==> config.mk <==
export PLATFORM = sky130hd
export DESIGN_NAME = vector_mac
export DESIGN_NICKNAME = d
export VERILOG_FILES = /design/src/source/vector_mac_pkg.sv /design/src/source/tile_if.sv /design/src/source/dot_accumulator.sv /design/src/source/operand_slicer.sv /design/src/source/tile_multiplier.sv /design/src/source/vector_mac.sv
export SDC_FILE = /design/constraint.sdc
export NUM_CORES = 1
export LEC_CHECK = 0
export BUFFER_PORTS_ARGS = -buffer_cell sky130_fd_sc_hd__buf_2
export CAP_MARGIN = 0
export CORE_ASPECT_RATIO = 0.5
export CORE_MARGIN = 2
export CORE_UTILIZATION = 61
export DETAILED_ROUTE_END_ITERATION = 8
export PLACE_DENSITY = 0.81
export SYNTH_ARGS = -nofsm -noshare
export SYNTH_HDL_FRONTEND = slang
export SYNTH_SLANG_ARGS = --single-unit
==> constraint.sdc <==
create_clock -name clk -period 11.3 [get_ports clk]
set_clock_uncertainty 0.2 [all_clocks]
set_input_delay 0 -clock clk [delete_from_list [all_inputs] [get_ports clk]]
set_output_delay 0 -clock clk [all_outputs]
set_load 0.02 [all_outputs]
==> src/source/vector_mac_pkg.sv <==
package vector_mac_pkg;

	////////////////////////////////////////
	// Controller state
	////////////////////////////////////////

	// Slicer is either waiting for start or stepping through tiles
	typedef enum logic {
		idle,
		issue
	} slicer_state_e;

	////////////////////////////////////////
	// Default geometry
	////////////////////////////////////////

	// Elements per operand vector
	parameter int DEF_VECTOR_LEN = 5;

	// Element width of vector a
	parameter int DEF_A_CELL_WIDTH = 8;

	// Element width of vector b
	parameter int DEF_B_CELL_WIDTH = 8;

	// Saturated result width, signed
	parameter int DEF_RESULT_CELL_WIDTH = 10;

	// Multipliers working in parallel
	// One tile of this many element pairs per cycle
	parameter int DEF_TILING = 2;

	// With these defaults
	// 3 tiles per vector, last tile half empty
	// 19 bit accumulator, 5 cycle latency

endpackage

==> src/source/tile_if.sv <==
`timescale 1ns/1ps

interface tile_if #(
	parameter int VECTOR_LEN   = vector_mac_pkg::DEF_VECTOR_LEN,
	parameter int TILING       = vector_mac_pkg::DEF_TILING,
	parameter int A_CELL_WIDTH = vector_mac_pkg::DEF_A_CELL_WIDTH,
	parameter int B_CELL_WIDTH = vector_mac_pkg::DEF_B_CELL_WIDTH
);

	// Partial sums are carried at full accumulator width
	localparam int ACC_WIDTH = A_CELL_WIDTH + B_CELL_WIDTH + $clog2(VECTOR_LEN);

	// Operand group, slicer to multiplier bank
	logic                                     tile_valid;
	logic [TILING-1:0][A_CELL_WIDTH-1:0]      tile_a;
	logic [TILING-1:0][B_CELL_WIDTH-1:0]      tile_b;
	logic                                     tile_first;
	logic                                     tile_last;

	// Partial group, multiplier bank to accumulator
	logic                                     psum_valid;
	logic signed [ACC_WIDTH-1:0]              psum;
	logic                                     psum_first;
	logic                                     psum_last;

	modport slicer_mp (output tile_valid, tile_a, tile_b, tile_first, tile_last);

	modport mult_in_mp (input tile_valid, tile_a, tile_b, tile_first, tile_last);

	modport mult_out_mp (output psum_valid, psum, psum_first, psum_last);

	modport acc_mp (input psum_valid, psum, psum_first, psum_last);

endinterface

==> src/source/dot_accumulator.sv <==
`timescale 1ns/1ps

module dot_accumulator #(
	parameter int VECTOR_LEN        = vector_mac_pkg::DEF_VECTOR_LEN,
	parameter int A_CELL_WIDTH      = vector_mac_pkg::DEF_A_CELL_WIDTH,
	parameter int B_CELL_WIDTH      = vector_mac_pkg::DEF_B_CELL_WIDTH,
	parameter int RESULT_CELL_WIDTH = vector_mac_pkg::DEF_RESULT_CELL_WIDTH
) (
	input  logic                         clk,
	input  logic                         arst_n,
	tile_if.acc_mp                       part,
	output logic [RESULT_CELL_WIDTH-1:0] result,
	output logic                         valid,
	output logic                         error
);

	// Wide enough for the full dot product, no wrap
	localparam int ACC_WIDTH = A_CELL_WIDTH + B_CELL_WIDTH + $clog2(VECTOR_LEN);

	// Signed result range, at accumulator width
	localparam logic signed [ACC_WIDTH-1:0] RES_MAX =
		ACC_WIDTH'((2 ** (RESULT_CELL_WIDTH - 1)) - 1);
	localparam logic signed [ACC_WIDTH-1:0] RES_MIN =
		-ACC_WIDTH'(2 ** (RESULT_CELL_WIDTH - 1));

	logic signed [ACC_WIDTH-1:0]  acc;
	logic signed [ACC_WIDTH-1:0]  total;
	logic                         sat_hi;
	logic                         sat_lo;
	logic [RESULT_CELL_WIDTH-1:0] clipped;

	////////////////////////////////////////
	// Running sum
	////////////////////////////////////////

	// First tile restarts the sum
	assign total = part.psum_first ? part.psum : (acc + part.psum);

	always_ff @(posedge clk) begin
		if (part.psum_valid) begin
			acc <= total;
		end
	end

	////////////////////////////////////////
	// Saturation
	////////////////////////////////////////

	assign sat_hi = (total > RES_MAX);
	assign sat_lo = (total < RES_MIN);

	always_comb begin
		if (sat_hi) begin
			clipped = RES_MAX[RESULT_CELL_WIDTH-1:0];
		end else if (sat_lo) begin
			clipped = RES_MIN[RESULT_CELL_WIDTH-1:0];
		end else begin
			// In range, upper bits are pure sign
			clipped = total[RESULT_CELL_WIDTH-1:0];
		end
	end

	// Result held until the next vector completes
	always_ff @(posedge clk or negedge arst_n) begin
		if (!arst_n) begin
			result <= '0;
			valid  <= 1'b0;
			error  <= 1'b0;
		end else begin
			valid <= part.psum_valid && part.psum_last;
			error <= part.psum_valid && part.psum_last && (sat_hi || sat_lo);
			if (part.psum_valid && part.psum_last) begin
				result <= clipped;
			end
		end
	end

endmodule

==> src/source/operand_slicer.sv <==
`timescale 1ns/1ps

module operand_slicer #(
	parameter int VECTOR_LEN   = vector_mac_pkg::DEF_VECTOR_LEN,
	parameter int A_CELL_WIDTH = vector_mac_pkg::DEF_A_CELL_WIDTH,
	parameter int B_CELL_WIDTH = vector_mac_pkg::DEF_B_CELL_WIDTH,
	parameter int TILING       = vector_mac_pkg::DEF_TILING
) (
	input  logic                               clk,
	input  logic                               arst_n,
	input  logic                               start,
	input  logic [VECTOR_LEN*A_CELL_WIDTH-1:0] a,
	input  logic [VECTOR_LEN*B_CELL_WIDTH-1:0] b,
	tile_if.slicer_mp                          tile
);

	import vector_mac_pkg::*;

	////////////////////////////////////////
	// Geometry
	////////////////////////////////////////

	localparam int NUM_TILES = (VECTOR_LEN + TILING - 1) / TILING;
	localparam int CNT_WIDTH = (NUM_TILES > 1) ? $clog2(NUM_TILES) : 1;

	// Operands padded up to a whole number of tiles
	localparam int PAD_LEN      = NUM_TILES * TILING;
	localparam int A_PAD_WIDTH  = PAD_LEN * A_CELL_WIDTH;
	localparam int B_PAD_WIDTH  = PAD_LEN * B_CELL_WIDTH;
	localparam int TILE_A_WIDTH = TILING * A_CELL_WIDTH;
	localparam int TILE_B_WIDTH = TILING * B_CELL_WIDTH;

	slicer_state_e        state;
	logic [CNT_WIDTH-1:0] tile_cnt;
	logic                 last_cnt;
	logic                 accept;

	logic [A_PAD_WIDTH-1:0] a_pad;
	logic [B_PAD_WIDTH-1:0] b_pad;

	////////////////////////////////////////
	// Control
	////////////////////////////////////////

	assign last_cnt = (tile_cnt == CNT_WIDTH'(NUM_TILES - 1));

	// Start also taken while the final tile goes out
	// so vectors can follow each other without a gap
	assign accept = start && ((state == idle) || last_cnt);

	always_ff @(posedge clk or negedge arst_n) begin
		if (!arst_n) begin
			state    <= idle;
			tile_cnt <= '0;
		end else if (accept) begin
			state    <= issue;
			tile_cnt <= '0;
		end else if (state == issue) begin
			if (last_cnt) begin
				state    <= idle;
				tile_cnt <= '0;
			end else begin
				tile_cnt <= tile_cnt + 1'b1;
			end
		end
	end

	// Qualifier strobes for the current tile
	always_ff @(posedge clk or negedge arst_n) begin
		if (!arst_n) begin
			tile.tile_valid <= 1'b0;
			tile.tile_first <= 1'b0;
			tile.tile_last  <= 1'b0;
		end else begin
			tile.tile_valid <= (state == issue);
			tile.tile_first <= (state == issue) && (tile_cnt == '0);
			tile.tile_last  <= (state == issue) && last_cnt;
		end
	end

	////////////////////////////////////////
	// Operand data
	////////////////////////////////////////

	always_ff @(posedge clk) begin
		// Zero extension fills the unused slots of the last tile
		if (accept) begin
			a_pad <= A_PAD_WIDTH'(a);
			b_pad <= B_PAD_WIDTH'(b);
		end
		// Old operands still read here when a new start lands
		if (state == issue) begin
			tile.tile_a <= a_pad[tile_cnt*TILE_A_WIDTH +: TILE_A_WIDTH];
			tile.tile_b <= b_pad[tile_cnt*TILE_B_WIDTH +: TILE_B_WIDTH];
		end
	end

endmodule

==> src/source/tile_multiplier.sv <==
`timescale 1ns/1ps

module tile_multiplier #(
	parameter int VECTOR_LEN   = vector_mac_pkg::DEF_VECTOR_LEN,
	parameter int A_CELL_WIDTH = vector_mac_pkg::DEF_A_CELL_WIDTH,
	parameter int B_CELL_WIDTH = vector_mac_pkg::DEF_B_CELL_WIDTH,
	parameter int TILING       = vector_mac_pkg::DEF_TILING
) (
	input  logic        clk,
	input  logic        arst_n,
	tile_if.mult_in_mp  tile_in,
	tile_if.mult_out_mp tile_out
);

	localparam int ACC_WIDTH = A_CELL_WIDTH + B_CELL_WIDTH + $clog2(VECTOR_LEN);

	// Tree leaves, rounded up to a power of two
	localparam int LEAVES = 1 << $clog2(TILING);

	// Heap layout
	// Root at 0, children of i at 2i+1 and 2i+2
	logic signed [ACC_WIDTH-1:0] node [2*LEAVES-1];

	////////////////////////////////////////
	// Multipliers
	////////////////////////////////////////

	genvar g;
	generate
		for (g = 0; g < LEAVES; g++) begin : g_leaf
			if (g < TILING) begin : g_mul
				// Operands sign extend to accumulator width first
				assign node[LEAVES-1+g] = $signed(tile_in.tile_a[g]) *
					$signed(tile_in.tile_b[g]);
			end else begin : g_pad
				// Unused leaf
				assign node[LEAVES-1+g] = '0;
			end
		end

		////////////////////////////////////////
		// Balanced adder tree
		////////////////////////////////////////

		for (g = 0; g < LEAVES - 1; g++) begin : g_add
			assign node[g] = node[2*g+1] + node[2*g+2];
		end
	endgenerate

	////////////////////////////////////////
	// Output register
	////////////////////////////////////////

	// One tile per cycle, no stall
	always_ff @(posedge clk or negedge arst_n) begin
		if (!arst_n) begin
			tile_out.psum_valid <= 1'b0;
			tile_out.psum_first <= 1'b0;
			tile_out.psum_last  <= 1'b0;
		end else begin
			tile_out.psum_valid <= tile_in.tile_valid;
			tile_out.psum_first <= tile_in.tile_valid && tile_in.tile_first;
			tile_out.psum_last  <= tile_in.tile_valid && tile_in.tile_last;
		end
	end

	always_ff @(posedge clk) begin
		if (tile_in.tile_valid) begin
			tile_out.psum <= node[0];
		end
	end

endmodule

==> src/source/vector_mac.sv <==
`timescale 1ns/1ps

module vector_mac #(
	parameter int VECTOR_LEN        = vector_mac_pkg::DEF_VECTOR_LEN,
	parameter int A_CELL_WIDTH      = vector_mac_pkg::DEF_A_CELL_WIDTH,
	parameter int B_CELL_WIDTH      = vector_mac_pkg::DEF_B_CELL_WIDTH,
	parameter int RESULT_CELL_WIDTH = vector_mac_pkg::DEF_RESULT_CELL_WIDTH,
	parameter int TILING            = vector_mac_pkg::DEF_TILING
) (
	input  logic                               clk,
	input  logic                               arst_n,
	input  logic                               start,
	input  logic [VECTOR_LEN*A_CELL_WIDTH-1:0] a,
	input  logic [VECTOR_LEN*B_CELL_WIDTH-1:0] b,
	output logic [RESULT_CELL_WIDTH-1:0]       result,
	output logic                               valid,
	output logic                               error
);

	////////////////////////////////////////
	// Internal tile bus
	////////////////////////////////////////

	tile_if #(
		.VECTOR_LEN  (VECTOR_LEN),
		.TILING      (TILING),
		.A_CELL_WIDTH(A_CELL_WIDTH),
		.B_CELL_WIDTH(B_CELL_WIDTH)
	) tile_bus ();

	// Captures operands and steps through tiles
	operand_slicer #(
		.VECTOR_LEN  (VECTOR_LEN),
		.A_CELL_WIDTH(A_CELL_WIDTH),
		.B_CELL_WIDTH(B_CELL_WIDTH),
		.TILING      (TILING)
	) operand_slicer_i (
		.clk   (clk),
		.arst_n(arst_n),
		.start (start),
		.a     (a),
		.b     (b),
		.tile  (tile_bus)
	);

	// One partial sum per tile
	tile_multiplier #(
		.VECTOR_LEN  (VECTOR_LEN),
		.A_CELL_WIDTH(A_CELL_WIDTH),
		.B_CELL_WIDTH(B_CELL_WIDTH),
		.TILING      (TILING)
	) tile_multiplier_i (
		.clk     (clk),
		.arst_n  (arst_n),
		.tile_in (tile_bus),
		.tile_out(tile_bus)
	);

	// Sum, clip, strobe
	dot_accumulator #(
		.VECTOR_LEN       (VECTOR_LEN),
		.A_CELL_WIDTH     (A_CELL_WIDTH),
		.B_CELL_WIDTH     (B_CELL_WIDTH),
		.RESULT_CELL_WIDTH(RESULT_CELL_WIDTH)
	) dot_accumulator_i (
		.clk   (clk),
		.arst_n(arst_n),
		.part  (tile_bus),
		.result(result),
		.valid (valid),
		.error (error)
	);

endmodule

==> qor.csv <==
metric;value;unit
outcome;complete, no violations;
clk_pin_slew;0.08;ns
min_to;operand_slicer_i.a_pad[33];
gp_congestion;0.917;
crit_path_cell_trace;and2_1 > fa_1 > inv_1 > fa_1 > inv_1 > fa_1 > inv_1 > fa_1 > inv_1 > ha_1 > inv_1 > o21bai_1 > a21oi_1 > nor2b_1 > o21a_1 > nor2_1 > xnor2_1 > ha_1 > and2_1 > o21ai_0 > o31ai_1 > o41a_1 > xor2_1;
ys_ff_latch;171;
grt_pass1_vias;9245;
cts_inserted_buffers;17;
dp_slack;5.36;ns
yosys_warnings;0;
die_w;209;µm
die_height;106;µm
yosysMostFrequentCell;inv_1;
tightestPinTransition;1.04;ns
hold_start;a[33];
final_antenna_net_count;0;
cp-start-kind;register;
rows;37;
rsz0062_at_grt;no;
port-buffer-count;94;
required;11.29;ns
drc;0;
antenna_cells;0;
setup_slack;5.32;ns
antenna_found_initial;0;
design.core.area;20600;µm²
area_growth;17.9;%
overflow;0;
cts_tree;built;
reg2reg_from;operand_slicer_i.tile.tile_a[11];
hold_viol;0;
grt_pass1_wl;48.0;mm
drv_cap;0;
synth_cell_types;74;
wl_per_cell;18.2;µm
finalSetupTns;0;ns
synth-edff-count;150;
synth_simple_gate_area_share;12.4;%
synth_mux_area_share;3.00;%
io_pins;95;
drtPass1Iterations;7;
synth_top_area_share;35.2;%
clock-sinks;171;
cp_top_family;adder cells;
synthesis.area;12800;µm²
fin_crit_sh;52.9;%
synth_common_cells;inv_1 (197), edfxtp_1 (150), fa_1 (112);
final-setup-viol-count;0;
avgSynthCellArea;11.2;µm²
worst_setup_path_end_kind;register;
cts_resized;0;
cts_root_buffer;clkbuf_16;
hp-class;in -> reg;
htree_levels;4;
rr_worst_depth;23;
synthAdderAreaFrac;26.5;%
synth-xor-area-share;3.76;%
nets;1613;
r2r_end;tile_multiplier_i.tile_out.psum[15];
synth-main-ff-cell;edfxtp_1;
vias;8948;
grt_max_degree;81;
grt_use_total;28.0;%
dp_hpwl;19.4;mm
fmax;167;MHz
synth_compound_area_share;8.68;%
die-area;22200;µm²
drt_wl_total;29.4;mm
hold-path-cell-count;2;
cp.arrival;5.97;ns
cpPeakStageDelay;0.53;ns
path_class;reg -> reg;
cp_num_buf_inv;5;
finalCriticalPeriod;5.98;ns
r2r_setup_slack;5.32;ns
synth_top_family_by_area;adder cells;
cp_max_fo;8;
drive_gt1_share;11.7;%
syn_inst;1138;
synthTopCellsByArea;edfxtp_1 (35%), fa_1 (18%), ha_1 (9.0%);
synthArstFlopShare;12.3;%
drv_slew;0;
cp_slowest_cell;fa_1;
max_slew_margin;30.8;%
syn_nets;1425;
crit_top_cell;inv_1;
clockBufferDepth;2;
viasPerCell;5.55;
initial_core_util;62.2;%
drt-initial-drc-count;764;
clk_latency;0.45;ns
ys_seq_area_share;39.3;%
post-synth-top-area-cell;edfxtp_1;
[final cells by class]
cell class                 count  area [µm²]
multi-input combinational    755        6960
fill                        1274        5480
sequential                   171        5030
timing repair buffer         183        1360
inverter                     198         743
clock buffer                  17         425
tap                          273         342
clock inverter                15         221
[cell usage in the layout (no fill, tap or decap), types with 8 or more instances in the layout]
cell type        n
xnor2_1         41
nand2_1         60
ha_1            92
o21bai_1         9
nand2b_1         9
nor2_1          64
nand3_1          9
mux2i_1         36
and2_1          96
edfxtp_1       150
dlygate4sd3_1   83
buf_2           94
nor2b_1         21
o21ai_1          9
a21o_1          14
clkbuf_16       17
a311oi_1         8
o21a_1           8
fa_1           112
inv_1          197
o21ai_0         27
a21oi_1         35
nor3_1          12
dfrtp_1         21
xor2_1          12
[metrics by stage]
step                      hold slack, ns  util [%]  cells  instance area [µm²]
after global routing              0.0480      73.4   1612                15100
after detailed placement          -0.166      66.1   1496                13600
final                             0.0527      73.4   1612                15100
after global placement            -0.174      66.1   1496                13600
after floorplan                   -0.496         -   1138                12800
after CTS                         0.0395      73.4   1612                15100
[metal layers]
| metal | global-route usage [%] | up-vias | routed length [µm] |
|---|---|---|---|
| met4 | 5.66 | 0 | 322 |
| met3 | 5.94 | 30 | 2120 |
| met1 | 38.7 | 4370 | 13200 |
| li1 | - | 4178 | - |
| met5 | 0 | - | 0 |
| met2 | 46.4 | 370 | 13700 |
[kinds of logic after synthesis]
group,after synthesis
and+or+nand+nor,302
buffers and inverters,212
adders and majority gates,204
DFF,171
AOI/OAI and AO/OA,157
xor gates and xnor gates,54
muxes,38
[worst max path at each step]
stage,from,end,slack [ns],cells past startpoint
after floorplan,operand_slicer_i.tile.tile_a[11],tile_multiplier_i.tile_out.psum[15],5.75,23
after global placement,operand_slicer_i.tile.tile_b[12],tile_multiplier_i.tile_out.psum[15],5.53,23
after detailed placement,operand_slicer_i.tile.tile_b[15],tile_multiplier_i.tile_out.psum[15],5.36,20
after CTS,operand_slicer_i.tile.tile_b[15],tile_multiplier_i.tile_out.psum[15],5.36,20
after global routing,operand_slicer_i.tile.tile_a[3],tile_multiplier_i.tile_out.psum[16],5.05,22
final,operand_slicer_i.tile.tile_a[11],tile_multiplier_i.tile_out.psum[15],5.32,23
[timing repair]
item	in CTS	in global routing
hold buffers	84	0
endpoints found under the setup margin	0	0
setup buffers	0	0
endpoints found under the hold margin	104	0
[registers in the layout, indices dropped and copies added, names as in the netlist]
signal                                 flops
operand_slicer_i.a_pad                    40
operand_slicer_i.b_pad                    40
dot_accumulator_i.acc                     19
tile_multiplier_i.tile_out.psum           19
operand_slicer_i.tile.tile_a              16
operand_slicer_i.tile.tile_b              16
dot_accumulator_i.result                  10
operand_slicer_i.tile_cnt                  2
dot_accumulator_i.error                    1
dot_accumulator_i.valid                    1
operand_slicer_i.state                     1
operand_slicer_i.tile.tile_first           1
operand_slicer_i.tile.tile_last            1
operand_slicer_i.tile.tile_valid           1
tile_multiplier_i.tile_out.psum_first      1
tile_multiplier_i.tile_out.psum_last       1
tile_multiplier_i.tile_out.psum_valid      1
Power is left out: the tool's default activity adds up to more than one toggle a clock period on the data nets, which glitch-free logic cannot reach.
